===== config.mk =====
export PLATFORM = sky130hd
export DESIGN_NAME = rr_wrapper
export DESIGN_NICKNAME = d
export VERILOG_FILES = /design/src/rr_pkg.sv /design/src/rr_wr_if.sv /design/src/rr_channel_recorder.sv /design/src/rr_channel_replayer.sv /design/src/rr_csrs.sv /design/src/rr_log_merge.sv /design/src/rr_trace_buffer.sv /design/src/rr_wrapper.sv
export VERILOG_INCLUDE_DIRS = /design/src /design/src/src
export SDC_FILE = /design/constraint.sdc
export NUM_CORES = 1
export LEC_CHECK = 0
export BUFFER_PORTS_ARGS = -buffer_cell sky130_fd_sc_hd__buf_2
export CAP_MARGIN = 20
export CORE_ASPECT_RATIO = 2
export CORE_MARGIN = 10
export CORE_UTILIZATION = 65
export CTS_BUF_LIST = sky130_fd_sc_hd__clkbuf_2
export DETAILED_ROUTE_END_ITERATION = 12
export GPL_ROUTABILITY_DRIVEN = 1
export PLACE_DENSITY_LB_ADDON = 0.2
export SLEW_MARGIN = 30
export SYNTH_ARGS = -nofsm -noshare
export SYNTH_HDL_FRONTEND = slang
export SYNTH_SLANG_ARGS = --single-unit

===== constraint.sdc =====
create_clock -name clk -period 19.6 [get_ports clk]
set_input_delay 0 -clock clk [delete_from_list [all_inputs] [get_ports clk]]
set_output_delay 0 -clock clk [all_outputs]
set_load 0.005 [all_outputs]

===== src/rr_consts.svh =====
`ifndef RR_CONSTS_SVH
`define RR_CONSTS_SVH

// Write channel geometry
`define RR_ADDR_W 16
`define RR_DATA_W 32

// Trace storage
`define RR_TRACE_DEPTH 16
// Count must hold the value RR_TRACE_DEPTH itself
`define RR_CNT_W 5

// Flops between the mode register and its users
`define RR_MODE_STAGES 2

// Configuration map
`define RR_CFG_MODE_ADDR 0

`endif


===== src/rr_pkg.sv =====
`include "rr_consts.svh"

package rr_pkg;

  // Wrapper operating mode
  // Record and replay can never be on at the same time
  typedef enum logic [1:0] {
    RR_MODE_PASS   = 2'd0,
    RR_MODE_RECORD = 2'd1,
    RR_MODE_REPLAY = 2'd2
  } rr_mode_e;

  // Channel tag carried with every trace entry
  typedef enum logic {
    RR_CHAN_OCL = 1'b0,
    RR_CHAN_SDA = 1'b1
  } rr_chan_e;

  // One logged write, 49 bits
  // Tag sits on top so the trace is easy to read in a waveform
  typedef struct packed {
    rr_chan_e               chan;
    logic [`RR_ADDR_W-1:0]  addr;
    logic [`RR_DATA_W-1:0]  data;
  } rr_log_entry_t;

endpackage


===== src/rr_wr_if.sv =====
`timescale 1ns/10ps
`include "rr_consts.svh"

// Valid/ready write channel
// Addr and data hold while valid is high and ready not yet sampled
interface rr_wr_if;
  logic                  valid;
  logic                  ready;
  logic [`RR_ADDR_W-1:0] addr;
  logic [`RR_DATA_W-1:0] data;

  // Side issuing the write
  modport src (output valid, output addr, output data, input ready);

  // Side taking the write
  modport dst (input valid, input addr, input data, output ready);

  // Observer only
  modport mon (input valid, input ready, input addr, input data);

endinterface


===== src/rr_channel_recorder.sv =====
`timescale 1ns/10ps
`include "rr_consts.svh"

module rr_channel_recorder import rr_pkg::*; (
  input  logic          clk,
  input  logic          i_rst_n,
  input  rr_mode_e      i_mode,
  input  rr_chan_e      i_chan,
  rr_wr_if.dst          shell,
  rr_wr_if.dst          replay,
  rr_wr_if.src          core,
  output logic          o_log_valid,
  output rr_log_entry_t o_log_entry,
  input  logic          i_log_ready
);

  logic replaying;
  logic recording;
  logic shell_open;
  logic log_xfer;

  assign replaying = (i_mode == RR_MODE_REPLAY);
  assign recording = (i_mode == RR_MODE_RECORD);

  // Shell may only proceed in record mode when the log slot has room
  // Slot frees in the same cycle the merge takes it
  assign shell_open = !recording || !o_log_valid || i_log_ready;

  // Source select, replay owns the core while replaying
  assign core.valid = replaying ? replay.valid : (shell.valid && shell_open);
  assign core.addr  = replaying ? replay.addr  : shell.addr;
  assign core.data  = replaying ? replay.data  : shell.data;

  // Shell is held off during replay
  assign shell.ready  = !replaying && shell_open && core.ready;
  assign replay.ready = replaying && core.ready;

  // Completed shell write while recording
  assign log_xfer = recording && shell.valid && shell.ready;

  // One-entry log slot
  always_ff @(posedge clk or negedge i_rst_n) begin
    if (!i_rst_n) begin
      o_log_valid <= 1'b0;
    end else if (log_xfer) begin
      o_log_valid <= 1'b1;
    end else if (i_log_ready) begin
      o_log_valid <= 1'b0;
    end
  end

  always_ff @(posedge clk) begin
    if (log_xfer) begin
      o_log_entry <= '{chan: i_chan, addr: shell.addr, data: shell.data};
    end
  end

endmodule


===== src/rr_channel_replayer.sv =====
`timescale 1ns/10ps
`include "rr_consts.svh"

module rr_channel_replayer import rr_pkg::*; (
  input  logic          clk,
  input  logic          i_rst_n,
  input  logic          i_entry_valid,
  input  rr_log_entry_t i_entry,
  output logic          o_entry_ready,
  rr_wr_if.src          wr
);

  logic                  full_q;
  logic [`RR_ADDR_W-1:0] addr_q;
  logic [`RR_DATA_W-1:0] data_q;

  // Takes a new entry when empty or when the held write completes now
  // Tag already picked this channel in the trace buffer
  assign o_entry_ready = !full_q || wr.ready;

  assign wr.valid = full_q;
  assign wr.addr  = addr_q;
  assign wr.data  = data_q;

  always_ff @(posedge clk or negedge i_rst_n) begin
    if (!i_rst_n) begin
      full_q <= 1'b0;
    end else if (o_entry_ready) begin
      full_q <= i_entry_valid;
    end
  end

  always_ff @(posedge clk) begin
    if (i_entry_valid && o_entry_ready) begin
      addr_q <= i_entry.addr;
      data_q <= i_entry.data;
    end
  end

endmodule


===== src/rr_csrs.sv =====
`timescale 1ns/10ps
`include "rr_consts.svh"

module rr_csrs import rr_pkg::*; (
  input  logic                  clk,
  input  logic                  i_rst_n,
  input  logic                  i_cfg_req,
  input  logic [`RR_ADDR_W-1:0] i_cfg_addr,
  input  logic [`RR_DATA_W-1:0] i_cfg_data,
  output logic                  o_cfg_ack,
  output rr_mode_e              o_mode
);

  typedef enum logic {
    CFG_IDLE,
    CFG_ACK
  } cfg_state_e;

  cfg_state_e state_q;
  rr_mode_e   mode_q;
  logic       cfg_wr;
  logic       mode_hit;
  // One flop beyond the stage count feeds the fanout to all channels
  rr_mode_e   mode_pipe_q [`RR_MODE_STAGES+1];

  ////////////////////////////////////////////////////////////
  // Four-phase config handshake
  ////////////////////////////////////////////////////////////
  // Write happens on the edge that takes req in idle
  assign cfg_wr    = (state_q == CFG_IDLE) && i_cfg_req;
  assign mode_hit  = cfg_wr && (i_cfg_addr == `RR_ADDR_W'(`RR_CFG_MODE_ADDR));
  assign o_cfg_ack = (state_q == CFG_ACK);

  always_ff @(posedge clk or negedge i_rst_n) begin
    if (!i_rst_n) begin
      state_q <= CFG_IDLE;
    end else begin
      case (state_q)
        CFG_IDLE: if (i_cfg_req) state_q <= CFG_ACK;
        // Ack drops once the host lets go of req
        CFG_ACK:  if (!i_cfg_req) state_q <= CFG_IDLE;
        default:  state_q <= CFG_IDLE;
      endcase
    end
  end

  // Mode register, encodings above replay are dropped
  always_ff @(posedge clk or negedge i_rst_n) begin
    if (!i_rst_n) begin
      mode_q <= RR_MODE_PASS;
    end else if (mode_hit && (i_cfg_data <= `RR_DATA_W'(RR_MODE_REPLAY))) begin
      mode_q <= rr_mode_e'(i_cfg_data[1:0]);
    end
  end

  ////////////////////////////////////////////////////////////
  // Mode staging
  ////////////////////////////////////////////////////////////
  // Recorders and trace buffer all switch on the same edge
  always_ff @(posedge clk or negedge i_rst_n) begin
    if (!i_rst_n) begin
      for (int i = 0; i <= `RR_MODE_STAGES; i++) begin
        mode_pipe_q[i] <= RR_MODE_PASS;
      end
    end else begin
      mode_pipe_q[0] <= mode_q;
      for (int i = 1; i <= `RR_MODE_STAGES; i++) begin
        mode_pipe_q[i] <= mode_pipe_q[i-1];
      end
    end
  end

  assign o_mode = mode_pipe_q[`RR_MODE_STAGES];

endmodule


===== src/rr_log_merge.sv =====
`timescale 1ns/10ps
`include "rr_consts.svh"

module rr_log_merge import rr_pkg::*; (
  input  logic          clk,
  input  logic          i_rst_n,
  // Stream a
  input  logic          i_a_valid,
  input  rr_log_entry_t i_a_entry,
  output logic          o_a_ready,
  // Stream b
  input  logic          i_b_valid,
  input  rr_log_entry_t i_b_entry,
  output logic          o_b_ready,
  // Merged stream
  output logic          o_log_valid,
  output rr_log_entry_t o_log_entry,
  input  logic          i_log_ready
);

  logic out_free;
  logic grant_a;
  logic grant_b;
  // High when stream b wins a tie
  logic prio_b_q;

  // Output register can load when empty or draining this cycle
  assign out_free = !o_log_valid || i_log_ready;

  // Round-robin pick
  // A held output stalls both inputs
  assign grant_a = out_free && i_a_valid && (!i_b_valid || !prio_b_q);
  assign grant_b = out_free && i_b_valid && (!i_a_valid || prio_b_q);

  assign o_a_ready = grant_a;
  assign o_b_ready = grant_b;

  always_ff @(posedge clk or negedge i_rst_n) begin
    if (!i_rst_n) begin
      o_log_valid <= 1'b0;
      prio_b_q    <= 1'b0;
    end else begin
      if (out_free) o_log_valid <= grant_a || grant_b;
      // Priority moves to the stream that just lost
      if (grant_a || grant_b) prio_b_q <= grant_a;
    end
  end

  // Merged entry loads from the granted stream
  always_ff @(posedge clk) begin
    if (grant_a) begin
      o_log_entry <= i_a_entry;
    end else if (grant_b) begin
      o_log_entry <= i_b_entry;
    end
  end

endmodule


===== src/rr_trace_buffer.sv =====
`timescale 1ns/10ps
`include "rr_consts.svh"

module rr_trace_buffer import rr_pkg::*; (
  input  logic                 clk,
  input  logic                 i_rst_n,
  input  rr_mode_e             i_mode,
  // Record side
  input  logic                 i_log_valid,
  input  rr_log_entry_t        i_log_entry,
  output logic                 o_log_ready,
  // Replay side, one valid per channel
  output logic                 o_ocl_valid,
  output logic                 o_sda_valid,
  output rr_log_entry_t        o_rep_entry,
  input  logic                 i_ocl_ready,
  input  logic                 i_sda_ready,
  output logic [`RR_CNT_W-1:0] o_trace_count
);

  localparam int PTR_W = $clog2(`RR_TRACE_DEPTH);

  rr_log_entry_t      mem [`RR_TRACE_DEPTH];
  logic [PTR_W-1:0]   wr_ptr_q;
  logic [PTR_W-1:0]   rd_ptr_q;
  rr_mode_e           mode_q;
  logic               recording;
  logic               replaying;
  logic               clear;
  logic               full;
  logic               empty;
  logic               push;
  logic               pop;

  assign recording = (i_mode == RR_MODE_RECORD);
  assign replaying = (i_mode == RR_MODE_REPLAY);
  // First cycle of record mode wipes the old trace
  assign clear     = recording && (mode_q != RR_MODE_RECORD);
  assign full      = (o_trace_count == `RR_CNT_W'(`RR_TRACE_DEPTH));
  assign empty     = (o_trace_count == '0);

  ////////////////////////////////////////////////////////////
  // Record side
  ////////////////////////////////////////////////////////////
  // Outside record mode stray log entries are drained and dropped
  assign o_log_ready = !recording || !full;
  // Anything arriving with the clear predates record mode
  assign push        = recording && !clear && i_log_valid && !full;

  always_ff @(posedge clk) begin
    if (push) mem[wr_ptr_q] <= i_log_entry;
  end

  ////////////////////////////////////////////////////////////
  // Replay side
  ////////////////////////////////////////////////////////////
  // Head goes only to the channel named in its tag
  assign o_rep_entry = mem[rd_ptr_q];
  assign o_ocl_valid = replaying && !empty && (o_rep_entry.chan == RR_CHAN_OCL);
  assign o_sda_valid = replaying && !empty && (o_rep_entry.chan == RR_CHAN_SDA);
  assign pop         = (o_ocl_valid && i_ocl_ready) || (o_sda_valid && i_sda_ready);

  // Pointers and count, push and pop never share a mode
  always_ff @(posedge clk or negedge i_rst_n) begin
    if (!i_rst_n) begin
      wr_ptr_q      <= '0;
      rd_ptr_q      <= '0;
      o_trace_count <= '0;
      mode_q        <= RR_MODE_PASS;
    end else begin
      mode_q <= i_mode;
      if (clear) begin
        wr_ptr_q      <= '0;
        rd_ptr_q      <= '0;
        o_trace_count <= '0;
      end else if (push) begin
        wr_ptr_q      <= wr_ptr_q + 1'b1;
        o_trace_count <= o_trace_count + 1'b1;
      end else if (pop) begin
        rd_ptr_q      <= rd_ptr_q + 1'b1;
        o_trace_count <= o_trace_count - 1'b1;
      end
    end
  end

endmodule


===== src/rr_wrapper.sv =====
`timescale 1ns/10ps
`include "rr_consts.svh"

module rr_wrapper import rr_pkg::*; (
  input  logic                  clk,
  input  logic                  i_rst_n,
  // Shell side ocl and sda writes
  input  logic                  i_ocl_valid,
  input  logic [`RR_ADDR_W-1:0] i_ocl_addr,
  input  logic [`RR_DATA_W-1:0] i_ocl_data,
  output logic                  o_ocl_ready,
  input  logic                  i_sda_valid,
  input  logic [`RR_ADDR_W-1:0] i_sda_addr,
  input  logic [`RR_DATA_W-1:0] i_sda_data,
  output logic                  o_sda_ready,
  // Core side ocl and sda writes
  output logic                  o_core_ocl_valid,
  output logic [`RR_ADDR_W-1:0] o_core_ocl_addr,
  output logic [`RR_DATA_W-1:0] o_core_ocl_data,
  input  logic                  i_core_ocl_ready,
  output logic                  o_core_sda_valid,
  output logic [`RR_ADDR_W-1:0] o_core_sda_addr,
  output logic [`RR_DATA_W-1:0] o_core_sda_data,
  input  logic                  i_core_sda_ready,
  // Configuration port
  input  logic                  i_cfg_req,
  input  logic [`RR_ADDR_W-1:0] i_cfg_addr,
  input  logic [`RR_DATA_W-1:0] i_cfg_data,
  output logic                  o_cfg_ack,
  output rr_mode_e              o_mode,
  output logic [`RR_CNT_W-1:0]  o_trace_count
);

  rr_wr_if ocl_shell_if ();
  rr_wr_if ocl_core_if ();
  rr_wr_if ocl_rep_if ();
  rr_wr_if sda_shell_if ();
  rr_wr_if sda_core_if ();
  rr_wr_if sda_rep_if ();

  logic          ocl_log_valid, ocl_log_ready;
  logic          sda_log_valid, sda_log_ready;
  logic          mrg_log_valid, mrg_log_ready;
  rr_log_entry_t ocl_log_entry, sda_log_entry, mrg_log_entry;
  logic          ocl_rep_valid, ocl_rep_ready;
  logic          sda_rep_valid, sda_rep_ready;
  rr_log_entry_t rep_entry;

  ////////////////////////////////////////////////////////////
  // Top ports onto the channel interfaces
  ////////////////////////////////////////////////////////////
  assign ocl_shell_if.valid = i_ocl_valid;
  assign ocl_shell_if.addr  = i_ocl_addr;
  assign ocl_shell_if.data  = i_ocl_data;
  assign o_ocl_ready        = ocl_shell_if.ready;
  assign sda_shell_if.valid = i_sda_valid;
  assign sda_shell_if.addr  = i_sda_addr;
  assign sda_shell_if.data  = i_sda_data;
  assign o_sda_ready        = sda_shell_if.ready;

  assign o_core_ocl_valid  = ocl_core_if.valid;
  assign o_core_ocl_addr   = ocl_core_if.addr;
  assign o_core_ocl_data   = ocl_core_if.data;
  assign ocl_core_if.ready = i_core_ocl_ready;
  assign o_core_sda_valid  = sda_core_if.valid;
  assign o_core_sda_addr   = sda_core_if.addr;
  assign o_core_sda_data   = sda_core_if.data;
  assign sda_core_if.ready = i_core_sda_ready;

  // Mode register and staging
  rr_csrs u_csrs (
    .clk(clk), .i_rst_n(i_rst_n),
    .i_cfg_req(i_cfg_req), .i_cfg_addr(i_cfg_addr), .i_cfg_data(i_cfg_data),
    .o_cfg_ack(o_cfg_ack), .o_mode(o_mode)
  );

  ////////////////////////////////////////////////////////////
  // Record path
  ////////////////////////////////////////////////////////////
  rr_channel_recorder u_ocl_rec (
    .clk(clk), .i_rst_n(i_rst_n), .i_mode(o_mode), .i_chan(RR_CHAN_OCL),
    .shell(ocl_shell_if), .replay(ocl_rep_if), .core(ocl_core_if),
    .o_log_valid(ocl_log_valid), .o_log_entry(ocl_log_entry),
    .i_log_ready(ocl_log_ready)
  );

  rr_channel_recorder u_sda_rec (
    .clk(clk), .i_rst_n(i_rst_n), .i_mode(o_mode), .i_chan(RR_CHAN_SDA),
    .shell(sda_shell_if), .replay(sda_rep_if), .core(sda_core_if),
    .o_log_valid(sda_log_valid), .o_log_entry(sda_log_entry),
    .i_log_ready(sda_log_ready)
  );

  rr_log_merge u_merge (
    .clk(clk), .i_rst_n(i_rst_n),
    .i_a_valid(ocl_log_valid), .i_a_entry(ocl_log_entry), .o_a_ready(ocl_log_ready),
    .i_b_valid(sda_log_valid), .i_b_entry(sda_log_entry), .o_b_ready(sda_log_ready),
    .o_log_valid(mrg_log_valid), .o_log_entry(mrg_log_entry),
    .i_log_ready(mrg_log_ready)
  );

  // Shared trace, one head keeps replay in recorded order
  rr_trace_buffer u_trace (
    .clk(clk), .i_rst_n(i_rst_n), .i_mode(o_mode),
    .i_log_valid(mrg_log_valid), .i_log_entry(mrg_log_entry),
    .o_log_ready(mrg_log_ready),
    .o_ocl_valid(ocl_rep_valid), .o_sda_valid(sda_rep_valid),
    .o_rep_entry(rep_entry),
    .i_ocl_ready(ocl_rep_ready), .i_sda_ready(sda_rep_ready),
    .o_trace_count(o_trace_count)
  );

  ////////////////////////////////////////////////////////////
  // Replay path
  ////////////////////////////////////////////////////////////
  rr_channel_replayer u_ocl_rep (
    .clk(clk), .i_rst_n(i_rst_n),
    .i_entry_valid(ocl_rep_valid), .i_entry(rep_entry),
    .o_entry_ready(ocl_rep_ready), .wr(ocl_rep_if)
  );

  rr_channel_replayer u_sda_rep (
    .clk(clk), .i_rst_n(i_rst_n),
    .i_entry_valid(sda_rep_valid), .i_entry(rep_entry),
    .o_entry_ready(sda_rep_ready), .wr(sda_rep_if)
  );

endmodule

==> summary.txt <==
Detailed routing
  – Drt first pass iters: 7
  – Vias: 22,079
  – DRC: 0
  – Via density: 6.18
  – Routed Antenna Nets: 0
  – Iteration-0 DRC count of the detailed router: 2,129
  – Post-Route WL: 101 mm
  – Wire per inst: 28.3 um

STA
  – Setup-failing EPs final: 0
  – Measured slew at the worst slew-check pin: 0.949 ns
  – Total negative slack: 0 ns
  – Fin. Hold Viols: 0
  – Unrepaired setup endpoints after global routing: false
  – Max-slew violations: 0
  – Rel. slew slack: 36.8%
  – Period utilization: 21.8%
  – Clock Skew: 0.0935 ns
  – Max Clk Rate: 234 MHz
  – Minimum clock period: 4.27 ns

Synth
  – Post-synth ARST share: 2.84%
  – Yosys warning count: 0
  – Simple-gate portion of the synthesized area: 3.82%
  – Register area share after synthesis: 78.8%
  – Synthesis-stage register bit count: 1,055
  – Mean area per synthesized cell: 21.3 sq um
  – Largest family of logic cells by synthesized area: multiplexers
  – Post-synth EDFFs: 1,025
  – Syn Inst Count: 1,877
  – Post-synth top area cell: edfxtp_1
  – Synth area leaders: edfxtp_1 (77%), mux4_2 (14%), nand2_1 (2.9%)
  – Netlist cell types: 50
  – Top FF cell, synth: edfxtp_1
  – Post-synth net total: 2,037
  – Top-area cell type share of the netlist area: 76.9%
  – Adder-cell share of the synthesized area: 0.300%
  – Fraction of synthesized area in multiplexers: 15.4%
  – Synth Area in XOR/XNOR: 0.109%
  – Compound-gate portion of the synthesized area: 0.550%
  – Synthesized area: 0.0400 sq mm

Worst setup path
  – Critical Path, Cell by Cell: nor4_1 > nand4_1 > nand3_4 > buf_4 > buf_16 > a31o_2 > a21oi_1 > buf_2
  – Slowest cell on crit path: nor4_1
  – Setup slack, reg-to-reg: 15.42 ns
  – Reg-to-Reg End: u_trace.mem[11][5]
  – Setup crit end kind: primary output
  – Crit-path leading delay family: simple AND/OR/NAND/NOR gates
  – Arr. time, crit path: 4.27 ns
  – Slowest Stage Delay on Critical Path: 0.66 ns
  – CP required: 19.60 ns
  – Crit path buffers/inverters: 3
  – FF-to-FF path depth: 7
  – Worst-path fanout max: 32
  – Reg2reg start: u_csrs.o_mode[0]
  – WS Path Type: flop to primary output
  – Startpoint Class: flop

Place
  – DP HPWL: 52.8 mm
  – Post-DP Area: 0.0424 sq mm
  – Port bufs: 258
  – DP Cell Count: 2,866
  – Gpl congestion: 0.846

Finish
  – Synthesis-to-layout area growth: 19.1%
  – Final nets: 2,774
  – Finished Layout Cells: 3,573
  – Most common cell after layout, fill and taps aside: edfxtp_1
  – Design area: 0.0477 sq mm
  – Layout cells sized above 1: 34.0%
  – Most frequent cells in the layout: edfxtp_1 (1,025), dlygate4sd3_1 (313), nand2_1 (307), clkbuf_2 (289), buf_2 (258)

Floorplanning
  – Die ar.: 0.0725 sq mm
  – Row cnt: 128
  – Die Ht: 371 um
  – I/O pin cnt: 259
  – Initial Utilization: 65.6%
  – Core area: 0.0610 sq mm
  – Die X: 195 um

Job
  – Max_cap viols: 0

Worst hold path
  – Hold Path Class: input pin to flop
  – Hold depth: 5
  – Worst Hold Launch: i_ocl_valid
  – Hold Path Sink: u_ocl_rec.o_log_valid

Pwr
  – Leakage: 16.6 nW
  – Worst vdd ir: 56.6 uV
  – Pwr per Cell Area: 79.9 mW/mm^2

GRT
  – Number of global-route vias before repair: 24,065
  – Gr usage total: 28.3%
  – Largest net degree at the start of global routing: 110
  – First-pass GRT wire length: 150 mm
  – Remaining global-route overflow: 0
  – Antenna violations before repair: 4

Clock tree
  – CTS Hold Bufs: 314
  – Clock sinks: 1,055
  – CTS resizes: 0
  – Setup bufs post-CTS: 0
  – Reg clk slew, reported paths: 0.13 ns
  – CTS root buf: clkbuf_2
  – CTS tree: done
  – Clk Latency, worst-skew pair: 1.35 ns
  – Clock Tree Buf Depth: 3
  – Number of H-tree levels: 4
  – CTS buffer count: 208

Outcome
  – Status: completed
cell type report:
cell class / instances / area [sq um]
Sequential cell: 1055 / 31500
Fill cell: 3134 / 13300
Multi-Input combinational cell: 718 / 8210
Timing Repair Buffer: 618 / 4930
Clock buffer: 289 / 1450
Tap cell: 780 / 976
Clock inverter: 98 / 522
Inverter: 13 / 48.8
Antenna cell: 2 / 5.00
Yosys cell counts (5+ instances only):
master,count
edfxtp_1,1025
nand2_1,307
mux4_2,245
clkbuf_1,59
mux2_2,51
dfrtp_1,30
buf_1,22
nor4_1,17
inv_1,13
nor2_1,11
nand3_1,9
ha_1,8
a21oi_1,7
and2_1,6
buf_2,6
mux2i_1,5
flip-flops by register name, indices dropped and copies added, names as in the netlist, 5 cells and up:
signal                 cells
u_trace.mem              784
u_sda_rep.wr.addr         16
u_ocl_rec.o_log_entry     48
u_ocl_rep.wr.addr         16
u_sda_rep.wr.data         32
u_trace.o_trace_count      5
u_merge.o_log_entry       49
u_ocl_rep.wr.data         32
u_sda_rec.o_log_entry     48
worst register-to-register path, cell delays in order, from the launching register on:
cell	delay [ns]
dfrtp_1	0.58
nand3b_1	0.15
a211oi_2	0.70
inv_1	0.52
nor2_1	0.23
nand2_1	0.25
nor2_4	0.63
buf_4	0.66
cell families after synthesis:
logic type / after synthesis
flops: 1055
fa+ha+maj: 9
mux: 302
compound gates: 31
xor+xnor: 5
buf+inv: 104
simple gates: 371
power breakdown:
part           total (mW)  internal [mW]  leakage [nW]  switching (mW)
sequential           2.44           2.44          9.63       0.0000497
combinational      0.0982         0.0626          5.56          0.0356
clock                1.27          0.471          1.46           0.804
worst max-delay path by stage:
stage | from | end | slack (ns) | cells past startpoint
after CTS | u_trace.o_trace_count[1] | o_ocl_ready | 15.05 | 6
after global placement | u_csrs.o_mode[1] | u_trace.mem[9][13] | 15.49 | 7
after detailed placement | u_trace.rd_ptr_q[0] | u_sda_rep.wr.addr[8] | 15.44 | 4
after global routing | u_trace.o_trace_count[1] | o_core_ocl_valid | 14.92 | 8
final | u_trace.o_trace_count[1] | o_core_ocl_valid | 15.33 | 8
after floorplan | u_csrs.o_mode[0] | u_trace.mem[0][0] | 12.72 | 6
per-stage QoR:
stage	power [mW]	hold slack, ns	setup slack [ns]	util, %
floorplan	2.50	-0.296	12.72	-
global route	3.96	0.115	14.92	78.1
detailed placement	2.53	0.114	15.44	69.6
global placement	2.53	0.0979	15.49	69.4
CTS	3.83	0.0288	15.05	77.9
finish	3.81	0.241	15.33	78.1
per-layer routing:
layer / up-vias / GRT usage, % / share of wire [%]
met3: 254 / 6.36 / 7.7
met1: 11319 / 32.5 / 33
li1: 9223 / - / -
met2: 1279 / 50.1 / 55
met5: - / 0 / 0.048
met4: 4 / 12.4 / 3.6
Note: power is estimated with default switching activity, not from simulation.
